<file path="src/hw/core_cfg.svh">
`ifndef CORE_CFG_SVH
`define CORE_CFG_SVH

// Data word and PC width
`define CORE_XLEN 32

// PC after reset
`define CORE_RESET_PC 32'h0000_0000

// Instruction memory word-address width, 256 words
`define CORE_IMEM_AW 8

// Data memory word-address width, 64 words
// Higher address bits are ignored so accesses wrap
`define CORE_DMEM_AW 6

// tohost CSR number
`define CORE_CSR_TOHOST 12'h51E

`endif

</file>
<file path="src/hw/core_pkg.sv">
`default_nettype none
`include "core_cfg.svh"

package core_pkg;

    typedef logic [`CORE_XLEN-1:0]    word_t;
    typedef logic [4:0]               reg_idx_t;
    typedef logic [`CORE_IMEM_AW-1:0] imem_addr_t;

    // Major opcodes still handled by the core
    typedef enum logic [6:0] {
        OPC_OP     = 7'b0110011,
        OPC_OP_IMM = 7'b0010011,
        OPC_LUI    = 7'b0110111,
        OPC_LOAD   = 7'b0000011,
        OPC_STORE  = 7'b0100011,
        OPC_BRANCH = 7'b1100011,
        OPC_JAL    = 7'b1101111,
        OPC_SYSTEM = 7'b1110011
    } opcode_e;

    // ADD must stay at zero, an all-zero ctrl is a bubble
    typedef enum logic [3:0] {
        ALU_ADD, ALU_SUB, ALU_SLL, ALU_SLT, ALU_SLTU, ALU_XOR,
        ALU_SRL, ALU_SRA, ALU_OR, ALU_AND, ALU_PASS_B
    } alu_op_e;

    typedef enum logic [2:0] {
        IMM_I, IMM_S, IMM_B, IMM_U, IMM_J
    } imm_sel_e;

    typedef enum logic [1:0] {
        WB_ALU, WB_MEM, WB_PC4
    } wb_sel_e;

    typedef struct packed {
        logic    reg_we;
        logic    mem_we;
        logic    is_branch;
        logic    is_jump;
        logic    is_csr;
        logic    csr_imm;
        logic    a_is_pc;
        logic    b_is_imm;
        alu_op_e alu_op;
        wb_sel_e wb_sel;
    } ctrl_t;

    // Register file write as seen on the retire port
    typedef struct packed {
        logic     valid;
        reg_idx_t rd;
        word_t    data;
    } retire_t;

    typedef struct packed {
        logic       we;
        imem_addr_t addr;
        word_t      data;
    } prog_wr_t;

endpackage

`default_nettype wire

</file>
<file path="src/hw/decoder.sv">
`default_nettype none
`include "core_cfg.svh"

module decoder (
    input  core_pkg::word_t instr,
    output core_pkg::ctrl_t ctrl,
    output core_pkg::word_t imm
);
    import core_pkg::*;

    opcode_e    opcode;
    logic [2:0] funct3;
    logic       funct7_b5;
    alu_op_e    arith_op;
    imm_sel_e   imm_sel;

    assign opcode    = opcode_e'(instr[6:0]);
    assign funct3    = instr[14:12];
    assign funct7_b5 = instr[30];

    // Shared by OP and OP-IMM, SUB exists only in OP
    always_comb begin
        case (funct3)
            3'b000:  arith_op = (opcode == OPC_OP && funct7_b5) ? ALU_SUB : ALU_ADD;
            3'b001:  arith_op = ALU_SLL;
            3'b010:  arith_op = ALU_SLT;
            3'b011:  arith_op = ALU_SLTU;
            3'b100:  arith_op = ALU_XOR;
            3'b101:  arith_op = funct7_b5 ? ALU_SRA : ALU_SRL;
            3'b110:  arith_op = ALU_OR;
            default: arith_op = ALU_AND;
        endcase
    end

    // Anything not matched stays an all-zero bubble
    always_comb begin
        ctrl    = '0;
        imm_sel = IMM_I;
        case (opcode)
            OPC_OP: begin
                ctrl.reg_we = 1'b1;
                ctrl.alu_op = arith_op;
            end
            OPC_OP_IMM: begin
                ctrl.reg_we   = 1'b1;
                ctrl.b_is_imm = 1'b1;
                ctrl.alu_op   = arith_op;
            end
            OPC_LUI: begin
                ctrl.reg_we   = 1'b1;
                ctrl.b_is_imm = 1'b1;
                ctrl.alu_op   = ALU_PASS_B;
                imm_sel       = IMM_U;
            end
            OPC_LOAD: begin
                // Word loads only
                ctrl.reg_we   = (funct3 == 3'b010);
                ctrl.b_is_imm = 1'b1;
                ctrl.wb_sel   = WB_MEM;
            end
            OPC_STORE: begin
                ctrl.mem_we   = (funct3 == 3'b010);
                ctrl.b_is_imm = 1'b1;
                imm_sel       = IMM_S;
            end
            OPC_BRANCH: begin
                // ALU forms the target, funct3 010 and 011 are reserved
                ctrl.is_branch = (funct3[2:1] != 2'b01);
                ctrl.a_is_pc   = 1'b1;
                ctrl.b_is_imm  = 1'b1;
                imm_sel        = IMM_B;
            end
            OPC_JAL: begin
                ctrl.reg_we   = 1'b1;
                ctrl.is_jump  = 1'b1;
                ctrl.a_is_pc  = 1'b1;
                ctrl.b_is_imm = 1'b1;
                ctrl.wb_sel   = WB_PC4;
                imm_sel       = IMM_J;
            end
            OPC_SYSTEM: begin
                // CSRRW and CSRRWI to tohost, rd is never written
                if (instr[31:20] == `CORE_CSR_TOHOST && funct3[1:0] == 2'b01) begin
                    ctrl.is_csr  = 1'b1;
                    ctrl.csr_imm = funct3[2];
                end
            end
            default: ;
        endcase
    end

    always_comb begin
        case (imm_sel)
            IMM_S:   imm = {{20{instr[31]}}, instr[31:25], instr[11:7]};
            IMM_B:   imm = {{19{instr[31]}}, instr[31], instr[7], instr[30:25],
                            instr[11:8], 1'b0};
            IMM_U:   imm = {instr[31:12], 12'b0};
            IMM_J:   imm = {{11{instr[31]}}, instr[31], instr[19:12], instr[20],
                            instr[30:21], 1'b0};
            default: imm = {{20{instr[31]}}, instr[31:20]};
        endcase
    end

    always_comb begin
        a_alu_op_legal: assert (ctrl.alu_op inside {ALU_ADD, ALU_SUB, ALU_SLL, ALU_SLT,
            ALU_SLTU, ALU_XOR, ALU_SRL, ALU_SRA, ALU_OR, ALU_AND, ALU_PASS_B})
            else $error("decoder produced an illegal alu_op");
    end

endmodule

`default_nettype wire

</file>
<file path="config.mk">
export PLATFORM = sky130hd
export DESIGN_NAME = decoder
export DESIGN_NICKNAME = d
export VERILOG_FILES = /design/src/hw/core_pkg.sv /design/src/hw/decoder.sv
export VERILOG_INCLUDE_DIRS = /design/src /design/src/hw
export SDC_FILE = /design/constraint.sdc
export NUM_CORES = 1
export LEC_CHECK = 0
export BUFFER_PORTS_ARGS = -buffer_cell sky130_fd_sc_hd__buf_2
export CAP_MARGIN = 20
export CORE_ASPECT_RATIO = 0.8
export CORE_UTILIZATION = 25
export DETAILED_ROUTE_END_ITERATION = 10
export PLACE_DENSITY_LB_ADDON = 0.2
export SYNTH_ARGS = -nofsm -noshare
export SYNTH_HDL_FRONTEND = slang
export SYNTH_SLANG_ARGS = --single-unit
</file>
<file path="constraint.sdc">
create_clock -name vclk -period 2.5
set_input_delay 0.5 -clock vclk [all_inputs]
set_output_delay 0.5 -clock vclk [all_outputs]
set_load 0.05 [all_outputs]
</file>
; ---- Word-level counts from Yosys, hierarchy flattened
; Cells that the tools add are included.
[totals]
inputBits = 32
ff_bits = 0
output_inout_bits = 46
elab_cells = 43
[op_classes]
n_mux = 15
n_eq_ne = 21
reduce_logical = 7
[op_table]
columns = cell, n
row1 = one-hot mux 31 bit (4 select lines), 1
row2 = one-hot mux 4 bit (7 select lines), 1
row3 = equality test 7 x 6 -> 1 bit (second input constant), 3
row4 = equality test 7 bit (second input constant), 3
row5 = equality test 12 x 11 -> 1 bit (second input constant), 1
row6 = equality test 3 x 2 -> 1 bit (second input constant), 4
row7 = equality test 3 bit (second input constant), 4
row8 = one-hot mux 3 bit (4 select lines), 1
row9 = one-hot mux 4 bit (2 select lines), 1
row10 = equality test 7 x 2 -> 1 bit (second input constant), 1
row11 = equality test 7 x 5 -> 1 bit (second input constant), 1
row12 = two-way mux 1 bit, 7
row13 = equality test 3 x 1 -> 1 bit (second input constant), 2
row14 = OR reduction 6 bit, 1
row15 = two-way mux 2 bit, 2
row16 = one-hot mux 2 bit (2 select lines), 1
row17 = OR reduction 2 bit, 2
row18 = OR reduction 4 bit, 1
row19 = zero test 3 bit, 1
row20 = equality test 2 x 1 -> 1 bit (second input constant), 1
row21 = logical AND 1 bit, 2
row22 = != test 2 x 1 -> 1 bit (second input constant), 1
row23 = one-hot mux 1 bit (2 select lines), 1

; ---- Longest topological paths before layout
[depth]
depth_word = 5
mapped_depth = 4
ltp_nobuf = 3

; ---- Least setup slack after synthesis
; OpenSTA, ideal clock, no wires.
[synth_path]
path_type = input to output
startpoint = input port instr[2]
endpoint = output port ctrl[8] in the netlist's numbering
cell_stages = 4
n_path_buf = 1
slack_ns = -0.607
t_arrival_ns = 2.607
required_time_ns = 2.000
cell_sequence = nor4bb_1 > clkbuf_1 > nand2_1 > nor4_1
[synth_lines]
columns = element, line_no
row1 = "start, declared", decoder.sv:5  ; input core_pkg::word_t instr,
row2 = "end, declared", decoder.sv:6  ; output core_pkg::ctrl_t ctrl,

; ---- Final worst setup path
[layout_path]
startpoint = input port instr[3]
endpoint = output port imm[19]
[layout_between]
elab_chain_len = 4
word_cells_on_any_way = 10
classes_between = 8 x eq/ne / 2 x mux
[layout_rtl]
columns = element, line_no
row1 = equality test 7 bit or equality test 7 x 6 -> 1 bit (tied branches), decoder.sv:39  ; case (opcode)
row2 = one-hot mux 3 bit (4 select lines) *, decoder.sv:39
row3 = "equality test 3 bit, or another cell as far along", decoder.sv:93  ; case (imm_sel)
row4 = one-hot mux 31 bit (4 select lines) *, decoder.sv:93
row5 = "end, declared", decoder.sv:7  ; output core_pkg::word_t imm
; Every way passes the cells marked *; elsewhere a longest branch is shown, timed or not.

==> impl_metrics.toml <==
[synth]
yosysSeqAreaShare = 0
avgSynthCellArea_sq_um = 6.96
synth_nets = 123
synth_cell_type_count = 34
syn_area_sq_um = 633
synthCells = 91
ys_warn_count = 0

[floorplanning]
fp.dieH_microns = 47.0
core_sq_um = 2270
fp-row-count = 15
io_pins = 78
start_util = 0.279
die_w_microns = 58.3
fp.dieArea_sq_um = 2740

[sta]
rsz0062_at_grt = "false"
fin_crit_sh = 0.961
fin_crit_ns = 2.40
slew_viol_final = 0
setup-tns-final_ns = 0
slew_headroom = 0.707
setup_viol = 0
worst_pin_slew_ns = 0.440
max_freq_mhz = 416
finalHoldViolations = 0

[finish]
final_core_util = 0.503
diodes = 0
multi_input_comb_area_sq_um = 603
fin_nets = 207
final-seq-area_sq_um = 0
drive_above_1_share = 0.578
clkbuf_count = 0
final_common_cell = "buf_2"
nFillCells = 229
areaGrowthSynthToFinish_pct = 80.4
final_cell_mix = "78 x buf_2, 11 x a21o_1, 8 x buf_4"
seq_cell_count = 0

[critical_path]
crit_buf_inv = 3
cp_data_arrival_time_ns = 1.90
slowest_stage = "or3b_4"
cpPeakStageDelay_ns = 0.43
worstPathRequired_ns = 2.00
worstPathMaxFanout = 10
critPathLaunchType = "input port"
cp_top_family = "buffers and inverters"
cp-end-kind = "primary output"
path_class = "input port to primary output"
crit_chain = "buf_2, or3b_4, a21oi_4, buf_12, mux2_2, buf_2"
cp_common_cell = "buf_2"

[clock_network]
cts_hold_buf = 0

[grt]
grt-ovfl-total = 0
grt_first_pass_wirelength_mm = 3.70
grt_pass1_vias = 824
grt_usage = 0.168
antenna_found_initial = 0
grt_max_degree = 18

[job]
maxCapViolCount = 0

[detailed_routing]
dr.first_iter.drc_count = 41
routedWlPerCell_microns = 12.1
dr_total_vias = 1012
wl_mm = 2.51
first_pass_iters = 4
drc_errors = 0
drt-vias-per-instance = 4.89
ant_nets = 0

[worst_hold_path]
min_to = "imm[31]"
hp-class = "input port to primary output"
holdPathStages = 2
worstHoldStart = "instr[31]"

[placement]
place.port_buffers = 78
gp_congestion = 0.965
place_hpwl_mm = 2.17

[power_and_ir_drop]
power_leakage_uw = 0.000662
ir_drop_uv = 94.5
powerDensity_nw_per_um2 = 216

[status]
status = "finished clean"
[where the power goes]
part / internal [uW] / total, uW / switching [uW] / leakage [uW]
combinational: 73.4 / 247 / 173 / 0.000662
sequential: 0 / 0 / 0 / 0
clock: 0 / 0 / 0 / 0
total: 73.4 / 247 / 173 / 0.000662
[cell usage after synthesis (3+ instances only)]
library cell / n / area share
nand4_1: 3 / 0.030
nor3_1: 3 / 0.024
and2b_1: 6 / 0.071
nor2b_1: 3 / 0.030
mux2_2: 5 / 0.089
nor2_1: 4 / 0.024
nand2_1: 5 / 0.030
inv_1: 7 / 0.042
o22ai_1: 3 / 0.030
a22o_1: 4 / 0.055
mux2i_1: 4 / 0.063
a21o_1: 11 / 0.13
a21oi_1: 4 / 0.032
buf_4: 3 / 0.036
[per-stage QoR]
stage / worst slack, ns / instance area, sq um / power [uW] / hold slack [ns] / std cells
after floorplan: -0.127 / 659 / 168 / 1.10 / 91
after global placement: 0.0668 / 1120 / 243 / 1.35 / 206
after detailed placement: 0.0166 / 1120 / 246 / 1.36 / 206
after CTS: 0.0145 / 1120 / 246 / 1.36 / 206
after global routing: 0.0617 / 1140 / 261 / 1.37 / 207
final: 0.0986 / 1140 / 247 / 1.35 / 207
[cells by family after synthesis]
logic type / Yosys count / synth area share
buffers and inverters: 12 / 0.0889
muxes: 9 / 0.152
AOI/OAI and AO/OA: 29 / 0.348
and+or+nand+nor: 41 / 0.411
[worst max-delay path by stage]
stage	endpoint	depth (start not counted)	start
floorplan	imm[12]	3	instr[3]
finish	imm[19]	6	instr[3]
CTS	imm[19]	5	instr[3]
detailed placement	imm[19]	5	instr[3]
global placement	imm[15]	5	instr[3]
global route	imm[15]	6	instr[3]
[layer usage]
metal / up-vias / global-route usage / share of wire
li1: 507 / - / -
met1: 454 / 0.237 / 0.43
met2: 51 / 0.308 / 0.49
met3: 0 / 0.00551 / 0.075
met4: 0 / 0 / 0
met5: - / 0 / 0
[area by class of cell]
class	instances	share of cell area
inverter	7	0.0230
multi-input combinational	79	0.528
tap	34	0.0372
timing repair buffer	87	0.412
[timing repair]
item,CTS,global route
resized for setup,0,0
buffers inserted,0,1
setup endpoints to repair,0,7
No activity file was read; power rests on OpenSTA's default activity.
