## src/hw/core_cfg.svh

```systemverilog
`ifndef CORE_CFG_SVH
`define CORE_CFG_SVH

// Data word and PC width
`define CORE_XLEN 32

// PC after reset
`define CORE_RESET_PC 32'h0000_0000

// Instruction memory word-address width, 256 words
`define CORE_IMEM_AW 8

// Data memory word-address width, 64 words
// Higher address bits are ignored so accesses wrap
`define CORE_DMEM_AW 6

// tohost CSR number
`define CORE_CSR_TOHOST 12'h51E

`endif

```

## src/hw/core_pkg.sv

```systemverilog
`default_nettype none
`include "core_cfg.svh"

package core_pkg;

    typedef logic [`CORE_XLEN-1:0]    word_t;
    typedef logic [4:0]               reg_idx_t;
    typedef logic [`CORE_IMEM_AW-1:0] imem_addr_t;

    // Major opcodes still handled by the core
    typedef enum logic [6:0] {
        OPC_OP     = 7'b0110011,
        OPC_OP_IMM = 7'b0010011,
        OPC_LUI    = 7'b0110111,
        OPC_LOAD   = 7'b0000011,
        OPC_STORE  = 7'b0100011,
        OPC_BRANCH = 7'b1100011,
        OPC_JAL    = 7'b1101111,
        OPC_SYSTEM = 7'b1110011
    } opcode_e;

    // ADD must stay at zero, an all-zero ctrl is a bubble
    typedef enum logic [3:0] {
        ALU_ADD, ALU_SUB, ALU_SLL, ALU_SLT, ALU_SLTU, ALU_XOR,
        ALU_SRL, ALU_SRA, ALU_OR, ALU_AND, ALU_PASS_B
    } alu_op_e;

    typedef enum logic [2:0] {
        IMM_I, IMM_S, IMM_B, IMM_U, IMM_J
    } imm_sel_e;

    typedef enum logic [1:0] {
        WB_ALU, WB_MEM, WB_PC4
    } wb_sel_e;

    typedef struct packed {
        logic    reg_we;
        logic    mem_we;
        logic    is_branch;
        logic    is_jump;
        logic    is_csr;
        logic    csr_imm;
        logic    a_is_pc;
        logic    b_is_imm;
        alu_op_e alu_op;
        wb_sel_e wb_sel;
    } ctrl_t;

    // Register file write as seen on the retire port
    typedef struct packed {
        logic     valid;
        reg_idx_t rd;
        word_t    data;
    } retire_t;

    typedef struct packed {
        logic       we;
        imem_addr_t addr;
        word_t      data;
    } prog_wr_t;

endpackage

`default_nettype wire

```

## src/hw/regfile.sv

```systemverilog
`default_nettype none

module regfile (
    input  logic               clk,
    input  logic               we,
    input  core_pkg::reg_idx_t wa,
    input  core_pkg::word_t    wd,
    input  core_pkg::reg_idx_t ra1,
    input  core_pkg::reg_idx_t ra2,
    output core_pkg::word_t    rd1,
    output core_pkg::word_t    rd2
);
    import core_pkg::*;

    word_t regs [32];

    // Start from cleared registers
    initial begin
        for (int i = 0; i < 32; i++) begin
            regs[i] = '0;
        end
    end

    // x0 reads zero, a write in flight is passed straight through
    function automatic word_t read_port(input reg_idx_t ra);
        if (ra == '0) begin
            return '0;
        end else if (we && wa == ra) begin
            return wd;
        end
        return regs[ra];
    endfunction

    always_ff @(posedge clk) begin
        if (we) begin
            regs[wa] <= wd;
        end
    end

    assign rd1 = read_port(ra1);
    assign rd2 = read_port(ra2);

    // Writeback already drops rd == x0
    a_no_x0_write: assert property (@(posedge clk) we |-> wa != '0)
        else $error("regfile write to x0");

endmodule

`default_nettype wire

```

## config.mk

```make
export PLATFORM = sky130hd
export DESIGN_NAME = regfile
export DESIGN_NICKNAME = d
export VERILOG_FILES = /design/src/hw/core_pkg.sv /design/src/hw/regfile.sv
export VERILOG_INCLUDE_DIRS = /design/src /design/src/hw
export SDC_FILE = /design/constraint.sdc
export NUM_CORES = 1
export LEC_CHECK = 0
export ABC_CLOCK_PERIOD_IN_PS = 8200
export BUFFER_PORTS_ARGS = -buffer_cell sky130_fd_sc_hd__clkbuf_2
export CAP_MARGIN = 20
export CORE_MARGIN = 10
export CORE_UTILIZATION = 30
export DETAILED_ROUTE_END_ITERATION = 8
export PLACE_DENSITY = 0.42
export SLEW_MARGIN = 0
export SYNTH_ARGS = -nofsm -noshare
export SYNTH_HDL_FRONTEND = slang
export SYNTH_SLANG_ARGS = --single-unit
```

## constraint.sdc

```tcl
create_clock -name clk -period 8.2 [get_ports clk]
set_clock_uncertainty 0.1 [all_clocks]
set_input_delay 0.41 -clock clk [delete_from_list [all_inputs] [get_ports clk]]
set_output_delay 0.41 -clock clk [all_outputs]
set_load 0.02 [all_outputs]
```

After elaboration in Yosys (flattened, before gate mapping)
Memory sizes are Yosys's and may differ from the RTL's.
Index checks and enable logic that the tools add are counted.
Cells by class
  add/subtract/negate cells: 0
  multiply operators: 0
  divide/modulo/power cells: 0
  $lt $le $gt $ge: 0
  equal/unequal tests: 2
  shift operators: 0
  mux-type cells: 12
  bitwise gates (word level): 0
  reductions and logical operators: 4
Operators with widths (number)
  $mux W32: 6
  $eq A5 B5 Y1: 2
  $logic_not A5 Y1: 2
  $mux W1: 6
  $logic_and A1 B1 Y1: 2
Word-level totals
  flip-flop bits (word level): 0
  bits in latches: 0
  RAM bits: 1024
  memory bits (read-only): 0
  input port bits: 49
  output and inout bits: 64
  word-level logic and storage cells: 19
  memories: 1
Memory list
  regs: depth 32, width 32, read ports 2, clocked after memory_dff 0, wr ports 1, RTL line regfile.sv:15  | word_t regs [32];

Longest topological paths before layout
Gate-level depths: netlist of run 1.
  depth after elaboration: 5
  mapped depth: 9
  gate-level depth less buffers: 5

Worst setup path before layout of run 1
No wires, ideal clock.
  kind: in2reg
  start point: input wa[0]
  end point: memory regs[28][0] (netlist name) (enable)
  library setup time: 421 ps
  data arrival time: 2579 ps
  data required time: 7679 ps
  setup slack: 5100 ps
  stages: 4
  path buffers: 2
  path through: clkbuf_1 or3b_2 clkbuf_1 nor2_1
RTL lines
  start: declaration: RTL line regfile.sv:6  | input core_pkg::reg_idx_t wa,
  end: declaration: RTL line regfile.sv:15
Straight into the memory's write port.

Final worst setup path of run 1
  start point: input ra2[1]
  end point: output rd2[23]
On the way
  word-level cells in the longest chain between the ends: 5
  elaborated cells between the ends (all ways): 8
  those cells by class: eq/ne: 1; mux: 4; reduce/logical: 2; memory: 1
Ends and longest elaborated chain
  start: declaration: RTL line regfile.sv:9  | input core_pkg::reg_idx_t ra2,
  parallel branches: the longest is 4 deep, another holds $mem_v2 Z32 W32
  $mux W32 *: RTL line regfile.sv:31  | return regs[ra];
  end: declaration: RTL line regfile.sv:11  | output core_pkg::word_t rd2
Every way passes the cells marked *.

==> impl_metrics.ini, run 1 <==
[critical_path]
worst_path_max_delay_cell = o21ai_0
crit_path_start_kind = primary input
crit_family = buffers and inverters
slowest_delay_ns = 0.81
crit_buf_inv = 3
cp_num_cells = 8
cp.arrival_ns = 3.94
crit_end = rd2[23]
startpoint = ra2[1]
worstSetupPathType = in2out
endpoint_kind = output pin
cp_max_fo = 115
crit_chain = buf_8 > buf_12 > mux4_2 > mux2i_1 > a32oi_1 > nand2_1 > o21ai_0 > clkbuf_2
worstPathRequired_ns = 7.69

[floorplanning]
core_region_area_um2 = 160000
die-area_um2 = 177000
io_pins = 113
initial_core_util = 0.301
die-height_um = 421
die_x_um = 421
num_rows = 147

[synth]
yosysWarnings = 0
synthArstFlopShare = 0
synth_xor_area_frac = 0.00182
yosys.area.top_type = edfxtp_1
synthTopCellsByCount = 1024 x edfxtp_1, 509 x mux4_2, 237 x nand2_1, 117 x mux2i_1
synth-main-ff-cell = edfxtp_1
yosysTopAreaCellShare = 0.638
ys_seq_area_frac = 0.638
synth_compound_area_frac = 0.0353
synth.distinct_cells = 49
yosys_register_bits = 1024
syn_area_per_cell_um2 = 19.2
synth_top_family_by_area = multiplexers
synthTopCellsByArea = edfxtp_1 64%, mux4_2 24%, mux2i_1 2.4%
synth-adder-area-share = 0
syn_inst = 2506
synth_most_common_cell = edfxtp_1
synth_area_um2 = 48200
synth_edf_count = 1024
synth.net_count = 2555
synthMuxAreaShare = 0.272
yosys.area_share.simple = 0.0277

[power_and_ir_drop]
powerDensity_nw_per_um2 = 217
p_leak_uw = 0.0171
vdd_drop_max_v = 0.000177
power_uw = 11900

[place]
hpwl_um = 95600
dp.cells = 4570
place_congestion = 0.766
port_buffers = 112

[detailed_routing]
first_iter_violations = 2551
wl_per_cell_um = 36.8
drt_wl_total_um = 176000
drt_first_pass_iters = 5
vias_per_cell = 5.71
drc = 0
num_vias = 27300
ant_nets = 0

[global_route]
gr-usage-met2 = 0.348
grt_max_degree = 116
grt_pass1_wl_um = 244000
grt_use_total = 0.197
grt_pass1_vias = 29000
globalRouteMet3Util = 0.0294
overflow = 0
grt_busiest_layer = met2
antenna_found_initial = 12
use_met1 = 0.246

[cells_and_area]
n_fill_cell = 15000
finalNonFillerCells = 4787
layout.nets = 2650
largest_reg_flops = 1024
reg_top3 = regs x1024
layout-drive-gt1-share = 0.349
largest_register = regs
final_util = 0.342
area_delta_synth_final_pct = 13.6

[clock_network]
cts.sinks = 1024
cts_tree = yes
cts_root_buf = clkbuf_16
cts_buffers = 114
post-cts-setup-buffers = 0
clkTransAtPathRegs_ns = 0.06
cts_buffer_depth = 3
cts_max_level = 3
ctsResizeCount = 0
hold_buffers = 0

[sta]
hold_viol_final = 0
slew_violations = 0
fmax_mhz = 225
fin_tns_setup_ns = 0
setup_viol = 0
max_slew_margin = 0.238
rsz0062_at_grt = no
post-route-period-util = 0.542
fin_crit_ns = 4.45
worst_pin_slew_ns = 1.14

[min_path]
worstHoldPathType = in2reg

[outcome]
status = finished, final reports clean

[job]
drv_cap = 0
==> cells by family after synthesis <==
group	after synthesis
multiplexers	669
flip-flops	1024
AO/OA/AOI/OAI	243
XOR/XNOR	10
AND/OR/NAND/NOR	324
buffers and inverters	236
==> per-layer routing <==
layer,vias up,wire (um)
met4,8,5570
met3,260,8560
met2,923,91300
met5,-,54
met1,15300,70800
li1,10900,-
==> layout by cell type (no fill, tap or decap), types with 6 or more instances in the layout <==
master,count
a21oi_1,30
o211ai_1,71
mux2i_1,117
edfxtp_1,1024
a31oi_1,6
nor2_1,7
nand2_1,237
a32o_1,6
nand3_1,10
clkinv_2,32
clkbuf_1,28
inv_1,32
a32oi_1,46
xnor2_1,6
buf_4,67
nor2_4,33
clkbuf_16,115
o21ai_0,29
o22ai_1,38
clkinv_1,26
mux4_2,509
mux2_2,43
clkbuf_2,105
==> worst min path at each step <==
stage,from,endpoint,slack [ns],cells past startpoint
floorplan,wd[0],regs[0][0],0.41,0
global placement,wd[11],regs[30][11],0.84,2
detailed placement,wd[31],regs[12][31],0.85,2
CTS,wd[31],regs[11][31],0.05,2
global route,wd[31],regs[11][31],0.10,2
finish,wd[11],regs[30][11],0.12,2
==> area by class of cell <==
type / count / area, um2 / share of cell area
flip-flops and latches: 1024 / 30700 / 0.562
multi-input cells: 1246 / 16600 / 0.302
clock buffers: 143 / 2980 / 0.0545
well taps: 2086 / 2610 / 0.0477
repair buffers: 182 / 1210 / 0.0221
clock inverters: 71 / 500 / 0.00914
inverters: 33 / 129 / 0.00235
diodes: 2 / 5.00 / 0.0000914
==> power by group <==
part / total (uW) / switching [uW] / internal (uW)
clock network: 4880 / 2160 / 2720
logic: 1150 / 731 / 418
registers: 5850 / 26.0 / 5830
==> through the flow <==
stage	hold slack [ns]	setup WS [ns]	cell area, um2
4_1_cts	0.0474	3.63	54700
3_5_place_dp	0.852	3.63	51200
6_report	0.116	3.75	54700
5_1_grt	0.104	3.57	54700
2_1_floorplan	0.409	5.10	48200
3_3_place_gp	0.838	3.64	51200
Note: power is estimated with default switching activity, not from simulation.
==> run 2: changes to the inputs <==
--- a/config.mk
+++ b/config.mk
@@ -6,7 +6,7 @@
 export SDC_FILE = /design/constraint.sdc
 export NUM_CORES = 1
 export LEC_CHECK = 0
-export ABC_CLOCK_PERIOD_IN_PS = 8200
+export ABC_CLOCK_PERIOD_IN_PS = 4500
 export BUFFER_PORTS_ARGS = -buffer_cell sky130_fd_sc_hd__clkbuf_2
 export CAP_MARGIN = 20
 export CORE_MARGIN = 10
==> constraint.sdc (replaced) <==
create_clock -name clk -period 4.5 [get_ports clk]
set_clock_uncertainty 0.1 [all_clocks]
set_input_delay 0.225 -clock clk [delete_from_list [all_inputs] [get_ports clk]]
set_output_delay 0.225 -clock clk [all_outputs]
set_load 0.02 [all_outputs]
==> impl_metrics.ini, run 2 (synthesis gave the netlist of run 1 again) <==
[outcome]
status = finished, final reports clean

[cells_and_area]
final_util = 0.349
largest_reg_flops = 1024
final_area_um2 = 55900
largest_register = regs
final_cell_mix = 1024 x edfxtp_1, 509 x mux4_2, 237 x nand2_1
layout_commonest_cell = edfxtp_1
area_delta_synth_final_pct = 16.0
diodes = 0
reg_top3 = regs x1024
layout-drive-gt1-share = 0.364
layout.nets = 2709

[detailed_routing]
wl_per_cell_um = 35.7
ant_nets = 0
drt_first_pass_iters = 5
num_vias = 27400
vias_per_cell = 5.65
first_iter_violations = 2729
drt_wl_total_um = 173000
drc = 0

[sta]
fin_crit_ns = 3.61
worst_pin_slew_ns = 1.19
timing.hold.ws_ns = 0.0719
post-route-period-util = 0.802
setup_viol = 0
rsz0062_at_grt = no
slew_violations = 0
fin_tns_setup_ns = 0
fmax_mhz = 277
hold_viol_final = 0
max_slew_margin = 0.206

[critical_path]
cp_max_fo = 17
crit_chain = dlygate4sd3_1 > clkbuf_2 > and2_1 > a21boi_4 > buf_4 > o211ai_1 > o211ai_1 > clkbuf_2
slowest_delay_ns = 0.93
worst_path_max_delay_cell = a21boi_4
crit_buf_inv = 4
crit_path_start_kind = primary input
crit_family = buffers and inverters
cp.arrival_ns = 3.28
endpoint_kind = output pin
worstPathRequired_ns = 4.18
worstSetupPathType = in2out

[global_route]
overflow = 0
grt_pass1_vias = 29200
grt_max_degree = 74
grt_busiest_layer = met2
grt_use_total = 0.193
gr-usage-met2 = 0.331
use_met1 = 0.244
grt_pass1_wl_um = 239000
globalRouteMet3Util = 0.0339
antenna_found_initial = 7

[clock_network]
cts_buffer_depth = 3
cts_root_buf = clkbuf_16
clkTransAtPathRegs_ns = 0.06
post-cts-setup-buffers = 0
cts_max_level = 3
cts_buffers = 115
cts_tree = yes
cts.sinks = 1024

[power_and_ir_drop]
p_clk_frac = 0.434
intPower_uw = 17300
vdd_drop_max_v = 0.000302
p_comb_frac = 0.095
power_uw = 22600
powerDensity_nw_per_um2 = 404
p_leak_uw = 0.0176
p_seq_frac = 0.472
p_sw_uw = 5340
swShare = 0.236

[job]
drv_cap = 0

[place]
hpwl_um = 101000
place_area_um2 = 51900
place_congestion = 0.758
port_buffers = 112

[floorplanning]
die_x_um = 421
die-area_um2 = 177000
num_rows = 147
core_region_area_um2 = 160000
die-height_um = 421
initial_core_util = 0.301
io_pins = 113

[min_path]
worstHoldPathType = in2reg
## run 2: final cells by class
type                    instances  area, um2
fillers                     14900     104000
flip-flops and latches       1024      30700
multi-input cells            1246      16600
clock buffers                 136       3020
well taps                    2086       2610
repair buffers                240       1960
clock inverters                78        871
inverters                      33        129
## run 2: stage by stage
step	worst slack [ns]	cells
finish	0.892	4843
global route	0.866	4843
CTS	0.838	4843
detailed placement	0.972	4622
global placement	0.974	4621
floorplan	1.59	2506
## run 2: worst paths after layout
check	end	cells past startpoint	start	slack, ns
max	rd1[11]	8	we	0.89
min	regs[2][3]	1	wd[3]	0.07
## run 2: power by group through the flow
stage | clock network (uW) | logic (uW) | registers, uW
3_5_place_dp | 0 | 2170 | 10900
6_report | 9810 | 2140 | 10700
3_3_place_gp | 0 | 2160 | 10900
2_1_floorplan | 0 | 1260 | 10800
5_1_grt | 10400 | 2260 | 10700
4_1_cts | 10000 | 2180 | 10700
## run 2: routing by layer
| metal | share of wire | vias to the layer above |
|---|---|---|
| met2 | 0.50 | 1035 |
| met5 | 0.00042 | - |
| met3 | 0.058 | 307 |
| li1 | - | 11000 |
| met4 | 0.040 | 12 |
| met1 | 0.40 | 15000 |
## run 2: timing repair
item | CTS | global route
hold endpoints to repair | 165 | 0
hold buffers | 7 | 0
gates resized for setup | 0 | 0
