**src/hw/core_cfg.svh**
```systemverilog
`ifndef CORE_CFG_SVH
`define CORE_CFG_SVH

// Data word and PC width
`define CORE_XLEN 32

// PC after reset
`define CORE_RESET_PC 32'h0000_0000

// Instruction memory word-address width, 256 words
`define CORE_IMEM_AW 8

// Data memory word-address width, 64 words
// Higher address bits are ignored so accesses wrap
`define CORE_DMEM_AW 6

// tohost CSR number
`define CORE_CSR_TOHOST 12'h51E

`endif

```
**src/hw/core_pkg.sv**
```systemverilog
`default_nettype none
`include "core_cfg.svh"

package core_pkg;

    typedef logic [`CORE_XLEN-1:0]    word_t;
    typedef logic [4:0]               reg_idx_t;
    typedef logic [`CORE_IMEM_AW-1:0] imem_addr_t;

    // Major opcodes still handled by the core
    typedef enum logic [6:0] {
        OPC_OP     = 7'b0110011,
        OPC_OP_IMM = 7'b0010011,
        OPC_LUI    = 7'b0110111,
        OPC_LOAD   = 7'b0000011,
        OPC_STORE  = 7'b0100011,
        OPC_BRANCH = 7'b1100011,
        OPC_JAL    = 7'b1101111,
        OPC_SYSTEM = 7'b1110011
    } opcode_e;

    // ADD must stay at zero, an all-zero ctrl is a bubble
    typedef enum logic [3:0] {
        ALU_ADD, ALU_SUB, ALU_SLL, ALU_SLT, ALU_SLTU, ALU_XOR,
        ALU_SRL, ALU_SRA, ALU_OR, ALU_AND, ALU_PASS_B
    } alu_op_e;

    typedef enum logic [2:0] {
        IMM_I, IMM_S, IMM_B, IMM_U, IMM_J
    } imm_sel_e;

    typedef enum logic [1:0] {
        WB_ALU, WB_MEM, WB_PC4
    } wb_sel_e;

    typedef struct packed {
        logic    reg_we;
        logic    mem_we;
        logic    is_branch;
        logic    is_jump;
        logic    is_csr;
        logic    csr_imm;
        logic    a_is_pc;
        logic    b_is_imm;
        alu_op_e alu_op;
        wb_sel_e wb_sel;
    } ctrl_t;

    // Register file write as seen on the retire port
    typedef struct packed {
        logic     valid;
        reg_idx_t rd;
        word_t    data;
    } retire_t;

    typedef struct packed {
        logic       we;
        imem_addr_t addr;
        word_t      data;
    } prog_wr_t;

endpackage

`default_nettype wire

```
**src/hw/execute_unit.sv**
```systemverilog
`default_nettype none

module execute_unit (
    input  logic               clk,
    input  logic               rst_n,
    input  logic               valid,
    input  core_pkg::ctrl_t    ctrl,
    input  core_pkg::word_t    pc,
    input  core_pkg::word_t    imm,
    input  core_pkg::word_t    rs1,
    input  core_pkg::word_t    rs2,
    input  core_pkg::reg_idx_t rs1_idx,
    input  core_pkg::reg_idx_t rs2_idx,
    input  logic [2:0]         funct3,
    input  core_pkg::reg_idx_t csr_uimm,
    input  core_pkg::retire_t  wb_fwd,
    input  logic               csr_wr,
    output core_pkg::word_t    alu_res,
    output core_pkg::word_t    store_data,
    output logic               redirect,
    output core_pkg::word_t    target,
    output core_pkg::word_t    tohost
);
    import core_pkg::*;

    word_t      src_a;
    word_t      src_b;
    word_t      alu_a;
    word_t      alu_b;
    logic [4:0] shamt;
    logic       br_taken;
    word_t      csr_src;
    word_t      csr_data_q;

    ////////////////////
    // Operands
    ////////////////////

    // wb_fwd.valid is never set for x0
    assign src_a = (wb_fwd.valid && wb_fwd.rd == rs1_idx) ? wb_fwd.data : rs1;
    assign src_b = (wb_fwd.valid && wb_fwd.rd == rs2_idx) ? wb_fwd.data : rs2;

    assign alu_a      = ctrl.a_is_pc ? pc : src_a;
    assign alu_b      = ctrl.b_is_imm ? imm : src_b;
    assign shamt      = alu_b[4:0];
    assign store_data = src_b;

    always_comb begin
        case (ctrl.alu_op)
            ALU_ADD:    alu_res = alu_a + alu_b;
            ALU_SUB:    alu_res = alu_a - alu_b;
            ALU_SLL:    alu_res = alu_a << shamt;
            ALU_SLT:    alu_res = word_t'($signed(alu_a) < $signed(alu_b));
            ALU_SLTU:   alu_res = word_t'(alu_a < alu_b);
            ALU_XOR:    alu_res = alu_a ^ alu_b;
            ALU_SRL:    alu_res = alu_a >> shamt;
            ALU_SRA:    alu_res = word_t'($signed(alu_a) >>> shamt);
            ALU_OR:     alu_res = alu_a | alu_b;
            ALU_AND:    alu_res = alu_a & alu_b;
            ALU_PASS_B: alu_res = alu_b;
            default:    alu_res = '0;
        endcase
    end

    ////////////////////
    // Branch resolve
    ////////////////////

    always_comb begin
        case (funct3)
            3'b000:  br_taken = (src_a == src_b);
            3'b001:  br_taken = (src_a != src_b);
            3'b100:  br_taken = ($signed(src_a) < $signed(src_b));
            3'b101:  br_taken = ($signed(src_a) >= $signed(src_b));
            3'b110:  br_taken = (src_a < src_b);
            3'b111:  br_taken = (src_a >= src_b);
            default: br_taken = 1'b0;
        endcase
    end

    // Branch and JAL both compute PC + imm in the ALU
    assign redirect = valid && (ctrl.is_jump || (ctrl.is_branch && br_taken));
    assign target   = alu_res;

    ////////////////////
    // tohost CSR
    ////////////////////

    assign csr_src = ctrl.csr_imm ? word_t'(csr_uimm) : src_a;

    // Travels alongside the ALU result into writeback
    always_ff @(posedge clk) begin
        csr_data_q <= csr_src;
    end

    always_ff @(posedge clk or negedge rst_n) begin
        if (!rst_n) begin
            tohost <= '0;
        end else if (csr_wr) begin
            tohost <= csr_data_q;
        end
    end

    a_target_aligned: assert property (@(posedge clk) disable iff (!rst_n)
        redirect |-> target[1:0] == 2'b00)
        else $error("redirect to a misaligned target");

endmodule

`default_nettype wire

```
**config.mk**
```make
export PLATFORM = sky130hd
export DESIGN_NAME = execute_unit
export DESIGN_NICKNAME = d
export VERILOG_FILES = /design/src/hw/core_pkg.sv /design/src/hw/execute_unit.sv
export VERILOG_INCLUDE_DIRS = /design/src /design/src/hw
export SDC_FILE = /design/constraint.sdc
export NUM_CORES = 1
export LEC_CHECK = 0
export BUFFER_PORTS_ARGS = -buffer_cell sky130_fd_sc_hd__buf_2
export CAP_MARGIN = 0
export CORE_MARGIN = 10
export CORE_UTILIZATION = 40
export DETAILED_ROUTE_END_ITERATION = 8
export RECOVER_POWER = 25
export SLEW_MARGIN = 20
export SYNTH_ARGS = -nofsm -noshare
export SYNTH_HDL_FRONTEND = slang
export SYNTH_SLANG_ARGS = --single-unit
```
**constraint.sdc**
```tcl
create_clock -name clk -period 23.3 [get_ports clk]
set_clock_uncertainty 0.05 [all_clocks]
set_input_delay 4.66 -clock clk [delete_from_list [all_inputs] [get_ports clk]]
set_output_delay 4.66 -clock clk [all_outputs]
set_load 0.01 [all_outputs]
```
Word-level counts from Yosys, hierarchy flattened
Index checks and enable logic that the tools add are counted.
W data, S select, Z words.
{"block": "totals", "register_bits": 64, "inputBits": 202, "output_inout_bits": 129, "wordCells": 50}
{"block": "classes", "add_sub_neg": 2, "n_lt_le_gt_ge": 6, "n_eq_ne": 19, "shift": 3, "mux": 7, "bitwise_logic": 3, "n_reduce_logical": 7}
{"op": "$pmux W32 S11", "count": 1}
{"op": "$lt A32 B32 Y1", "count": 4}
{"op": "$mux W32", "count": 4}
{"op": "$ge A32 B32 Y1", "count": 2}
{"op": "$add A32 B32 Y32", "count": 1}
{"op": "$and A32 B32 Y32", "count": 1}
{"op": "$eq A32 B32 Y1", "count": 1}
{"op": "$ne A32 B32 Y1", "count": 1}
{"op": "$or A32 B32 Y32", "count": 1}
{"op": "$shl A32 B5 Y32", "count": 1}
{"op": "$shr A32 B5 Y32", "count": 1}
{"op": "$sshr A32 B5 Y32", "count": 1}
{"op": "$sub A32 B32 Y32", "count": 1}
{"op": "$xor A32 B32 Y32", "count": 1}
{"op": "$eq A4 B3 Y1 const B", "count": 4}
{"op": "$eq A3 B3 Y1 const B", "count": 4}
{"op": "$eq A4 B4 Y1 const B", "count": 3}
{"op": "$eq A5 B5 Y1", "count": 2}
{"op": "$eq A4 B2 Y1 const B", "count": 2}
{"op": "$pmux W1 S6", "count": 1}
{"op": "$mux W5", "count": 1}
{"op": "$eq A4 B1 Y1 const B", "count": 1}
{"op": "$logic_and A1 B1 Y1", "count": 4}
{"op": "$logic_not A4 Y1", "count": 1}
{"op": "3 further kinds", "count": 3}

Logic depth before layout (Yosys ltp)
{"block": "depth", "depth_word": 8, "depth_mapped": 23}

Worst setup path after synthesis
No wires, ideal clock.
{"block": "synth_path", "path_kind": "input-to-output", "from": "in wb_fwd[36] (netlist bit)", "to": "out target[30]", "arrival_time_ps": 9770, "t_required_ps": 18590, "slack_ps": 8820, "stages": 21, "path_cell_list": "xor2_1 nor4_4 and2_1 clkbuf_1 buf_1 buf_2 mux2_2 mux2_2 ha_1 clkbuf_1 or3_1 or3_1 a41o_1 o2bb2ai_1 a211oi_1 nor3b_1 o21ai_1 a221o_1 xnor2_1 o221ai_1 buf_4"}
{"block": "synth_between", "elab_chain_len": 6, "elab_cells_between_ends": 17, "cone_classes": "2 x add/sub; 2 x eq/ne; 3 x shift; 5 x mux; 3 x bitwise; 2 x reduce/logical"}
{"item": "from (decl)", "line": "execute_unit.sv:16", "text": "input core_pkg::retire_t wb_fwd,"}
{"item": "$eq A5 B5 Y1 (*)", "line": "execute_unit.sv:41", "text": "assign src_b = (wb_fwd.valid && wb_fwd.rd == rs2_idx) ? wb_fwd.data : rs2;"}
{"item": "$logic_and A1 B1 Y1 (*)", "line": "execute_unit.sv:41"}
{"item": "$mux W32 (*)", "line": "execute_unit.sv:41"}
{"item": "via store_data[11]", "line": "execute_unit.sv:19", "text": "output core_pkg::word_t store_data,"}
{"item": "$mux W32 (*)", "line": "execute_unit.sv:44", "text": "assign alu_b = ctrl.b_is_imm ? imm : src_b;"}
{"item": "$sub A32 B32 Y32 or $add A32 B32 Y32 (tied branches)", "line": "execute_unit.sv:51, execute_unit.sv:50"}
{"item": "$pmux W32 S11 (*)", "line": "execute_unit.sv:49", "text": "case (ctrl.alu_op)"}
{"item": "to (decl)", "line": "execute_unit.sv:21", "text": "output core_pkg::word_t target,"}
Mark *: on every way through the listed nets, which the timed path passes. The rest lies on a longest branch.

Worst setup path in the final report
{"block": "layout_path", "from": "in wb_fwd[32] (netlist bit)", "to": "out target[30]"}
{"block": "layout_between", "elab_chain_len": 6, "elab_cells_between_ends": 17, "cone_classes": "2 x add/sub; 2 x eq/ne; 3 x shift; 5 x mux; 3 x bitwise; 2 x reduce/logical"}
{"item": "$eq A5 B5 Y1, on equally long branches", "line": "execute_unit.sv:40, execute_unit.sv:41"}
{"item": "$logic_and A1 B1 Y1, on equally long branches", "line": "execute_unit.sv:40, execute_unit.sv:41"}
{"item": "$mux W32, on equally long branches", "line": "execute_unit.sv:40, execute_unit.sv:41"}
{"item": "$mux W32, on equally long branches", "line": "execute_unit.sv:43, execute_unit.sv:44"}
{"item": "$sub A32 B32 Y32 (tied with other cells)", "line": "execute_unit.sv:51", "text": "ALU_SUB: alu_res = alu_a - alu_b;"}
{"item": "$pmux W32 S11 (*)", "line": "execute_unit.sv:49"}
Mark *: on every way between the ends. The rest lies on a longest branch, timed or not.

==> impl_table.tex <==
\begin{tabular}{lr}
\hline
Metric & Value \\
\hline
\multicolumn{2}{l}{\textbf{Setup path}} \\
Setup crit end kind & output pin \\
Worst Setup Start Kind & input pin \\
Maximum fanout along the worst path & 27 \\
Setup Crit Path Kind & in -> out \\
Data required time at the worst endpoint & 18.59 ns \\
Critical path arrival & 10.98 ns \\
\multicolumn{2}{l}{\textbf{Logic synthesis}} \\
Synth Register Bits & 64 \\
Proportion of register bits with asynchronous set or reset after synthesis & 50.0\% \\
Most frequently used flop master after synthesis & sky130\_fd\_sc\_hd\_\_dfxtp\_1 \\
Syn\_nets & 2234 \\
Average size of a mapped cell & 7.55 sq um \\
Post-synth design cell area & 14400 sq um \\
EDFF count, synth & 0 \\
Part of the Yosys area used for sequential elements & 10.0\% \\
Post-synthesis cell type count & 85 \\
Number of instances in the synthesized netlist & 1902 \\
Yosys warnings & 0 \\
\multicolumn{2}{l}{\textbf{Place}} \\
Placed cell area & 16000 sq um \\
Final Wtd Congestion & 1.05 \\
Detailed-placement wirelength estimate & 57.2 mm \\
Cell count after placement & 2557 \\
Number of port buffers & 325 \\
\multicolumn{2}{l}{\textbf{Floorplanning}} \\
Initial Util & 40.5\% \\
Die outline height & 209 um \\
Count of standard-cell rows & 69 \\
Die Width & 209 um \\
Floorplan core area & 35500 sq um \\
Die footprint & 43900 sq um \\
Number of top-level pins & 331 \\
\multicolumn{2}{l}{\textbf{Cells and area}} \\
Post-route non-filler standard cell count & 2579 \\
Ratio of cells with drive above 1 in the final layout & 26.6\% \\
Post-route standard cell area excluding fillers & 16300 sq um \\
Layout overhead on the synthesized area & 13.8\% \\
Nets@finish & 2439 \\
Final cell utilization of the core & 46.1\% \\
\# fillers & 3690 \\
\multicolumn{2}{l}{\textbf{STA}} \\
Post-layout min period & 15.69 ns \\
Final-layout setup total negative slack & 0 ns \\
Hold violation count in the final report & 0 \\
RSZ-0062 raised after global routing & no \\
Final number of setup-violating endpoints & 0 \\
Least-Margin Pin Slew & 1.85 ns \\
Final number of max-transition violations & 66 \\
Final period util & 67.3\% \\
Max\_slew headroom & -23.4\% \\
Peak Freq & 63.7 MHz \\
\multicolumn{2}{l}{\textbf{GRT}} \\
Aggregate global-route resource usage & 30.6\% \\
Initial antenna violation count & 7 \\
Residual overflow from global routing & 0 \\
First-pass GRT wire length & 105 mm \\
Pin count of the biggest net entering global routing & 63 \\
Via count of the first global-routing pass & 15900 \\
\multicolumn{2}{l}{\textbf{Clocking}} \\
Clock Pin Slew Worst Setup and Hold Paths & 0.05 ns \\
Number of buffers inserted during clock tree synthesis & 9 \\
Post\_cts resized & 0 \\
Worst-Skew Late Latency & 0.32 ns \\
Clk root buf & sky130\_fd\_sc\_hd\_\_clkbuf\_16 \\
Total clock sinks & 64 \\
CTS max path bufs & 2 \\
TritonCTS clock tree & done \\
Number of levels the H-tree was split into & 3 \\
Count of hold-fix buffers inserted at cts & 0 \\
Setup Buffers After CTS & 0 \\
\multicolumn{2}{l}{\textbf{Power and ir drop}} \\
Power per standard cell area & 51.3 nW/um\^{}2 \\
Sw power & 0.419 mW \\
Switching share of total power & 49.9\% \\
Part of the power in registers & 14.7\% \\
Pint & 0.420 mW \\
Power share of the combinational group & 67.7\% \\
Largest vdd supply drop & 0.0000740 V \\
Fraction of power consumed by the clock network & 17.7\% \\
Leakage power total & 7.78 nW \\
\multicolumn{2}{l}{\textbf{Run}} \\
Max-cap violation count & 2 \\
\multicolumn{2}{l}{\textbf{Routing}} \\
Routed wire length & 71.7 mm \\
Avg WL per Cell & 27.8 um \\
First-pass detailed-route iteration total & 6 \\
First DRT Iteration DRCs & 2063 \\
DRC violation count after routing & 0 \\
Vias per cell & 6.42 \\
Vias after detailed routing & 16600 \\
Antenna-violating nets left & 0 \\
\multicolumn{2}{l}{\textbf{Hold path}} \\
Classification of the worst-slack hold path & reg -> reg \\
\multicolumn{2}{l}{\textbf{Run status}} \\
Status & complete, but fails checks \\
Violations in the final reports & max-capacitance violations, max-slew violations \\
\hline
\end{tabular}
==> cell families after synthesis <==
logic type      synth area share, %
buf+inv                        9.88
mux                            23.4
fa+ha+maj                      11.4
simple gates                   17.0
compound gates                 27.0
flops                          10.0
xor+xnor                       1.28
==> final cells by class <==
type / instances / area (sq um) / share of cell area [%]
Tap cell: 461 / 577 / 3.53
Sequential cell: 64 / 1440 / 8.82
Multi-Input combinational cell: 1525 / 11500 / 70.6
Antenna cell: 6 / 15.0 / 0.0919
Clock inverter: 6 / 88.8 / 0.544
Inverter: 147 / 552 / 3.38
Clock buffer: 10 / 250 / 1.53
Timing Repair Buffer: 360 / 1890 / 11.5
==> worst max-delay path, cell delays in order <==
cell and delay [ns]:
sky130_fd_sc_hd__buf_2 0.12, sky130_fd_sc_hd__xor2_1 0.19, sky130_fd_sc_hd__nor4_4 0.55, sky130_fd_sc_hd__and2_1 0.39, sky130_fd_sc_hd__buf_4 0.43, sky130_fd_sc_hd__mux2_2 0.42, sky130_fd_sc_hd__mux2_2 0.33, sky130_fd_sc_hd__ha_1 0.35
sky130_fd_sc_hd__inv_1 0.12, sky130_fd_sc_hd__o311ai_0 0.45, sky130_fd_sc_hd__a2bb2oi_1 0.32, sky130_fd_sc_hd__o2bb2ai_1 0.47, sky130_fd_sc_hd__a211oi_1 0.26, sky130_fd_sc_hd__nor3b_1 0.57, sky130_fd_sc_hd__o21ai_1 0.23, sky130_fd_sc_hd__a221o_1 0.36
sky130_fd_sc_hd__xnor2_1 0.14, sky130_fd_sc_hd__o221ai_1 0.38, sky130_fd_sc_hd__buf_2 0.23
==> power by group through the flow <==
stage,registers (mW),logic (mW),clock network [mW]
final,0.123,0.567,0.148
after global routing,0.124,0.606,0.154
after CTS,0.123,0.552,0.150
after detailed placement,0.125,0.550,0
after global placement,0.125,0.546,0
after floorplan,0.127,0.372,0
==> registers in the layout, indices dropped and copies added (netlist names) <==
| register | cells |
|---|---|
| tohost | 32 |
| csr_data_q | 32 |
==> final timing paths <==
check | startpoint | to | slack (ns) | depth (start not counted)
setup / recovery | wb_fwd[32] | target[30] | 7.61 | 19
max in group asynchronous | rst_n | tohost[2] | 17.42 | 1
hold reg to reg | csr_data_q[31] | tohost[31] | 0.41 | 1
min in group asynchronous | rst_n | tohost[25] | 4.75 | 1
hold / removal | csr_data_q[31] | tohost[31] | 0.41 | 1
setup reg to reg | tohost[14] | tohost[14] | 22.46 | 1
==> through the flow <==
step	total power [mW]	hold slack, ns	worst slack, ns
after CTS	0.825	0.410	7.78
after global routing	0.884	0.423	7.22
after detailed placement	0.675	0.398	7.78
final	0.838	0.409	7.61
after floorplan	0.499	0.389	8.82
after global placement	0.671	0.393	7.91
==> metal layers <==
layer  up-vias  part of all wire [%]  GRT usage, %
met5         -                 0.038             0
met4         4                   3.9          12.3
met3       151                   9.2          5.57
met2       985                    44          47.6
met1      8020                    43          40.8
li1       7409                     -             -
==> cells in the mapped netlist (35+ instances only) <==
cell type	n	area share, %
sky130_fd_sc_hd__mux2i_1	176	12
sky130_fd_sc_hd__nor2_1	159	4.2
sky130_fd_sc_hd__nand2_1	143	3.7
sky130_fd_sc_hd__inv_1	141	3.7
sky130_fd_sc_hd__mux2_2	129	10
sky130_fd_sc_hd__ha_1	128	11
sky130_fd_sc_hd__a21oi_1	106	3.7
sky130_fd_sc_hd__o21ai_0	89	3.1
sky130_fd_sc_hd__clkbuf_1	83	2.2
sky130_fd_sc_hd__nor2b_1	41	1.8
sky130_fd_sc_hd__buf_4	40	2.1
sky130_fd_sc_hd__o22ai_1	35	1.5
==> layout by cell type, fill, tap and decap left out, types with 41 or more instances in the layout <==
cell,netlist,layout
sky130_fd_sc_hd__inv_1,141,141
sky130_fd_sc_hd__o21ai_0,89,89
sky130_fd_sc_hd__mux2i_1,176,176
sky130_fd_sc_hd__mux2_2,129,129
sky130_fd_sc_hd__nor2_1,159,155
sky130_fd_sc_hd__a21oi_1,106,106
sky130_fd_sc_hd__nand2_1,143,141
sky130_fd_sc_hd__nor2b_1,41,41
sky130_fd_sc_hd__buf_2,20,323
sky130_fd_sc_hd__ha_1,128,128
Note: power is estimated with default switching activity, not from simulation.
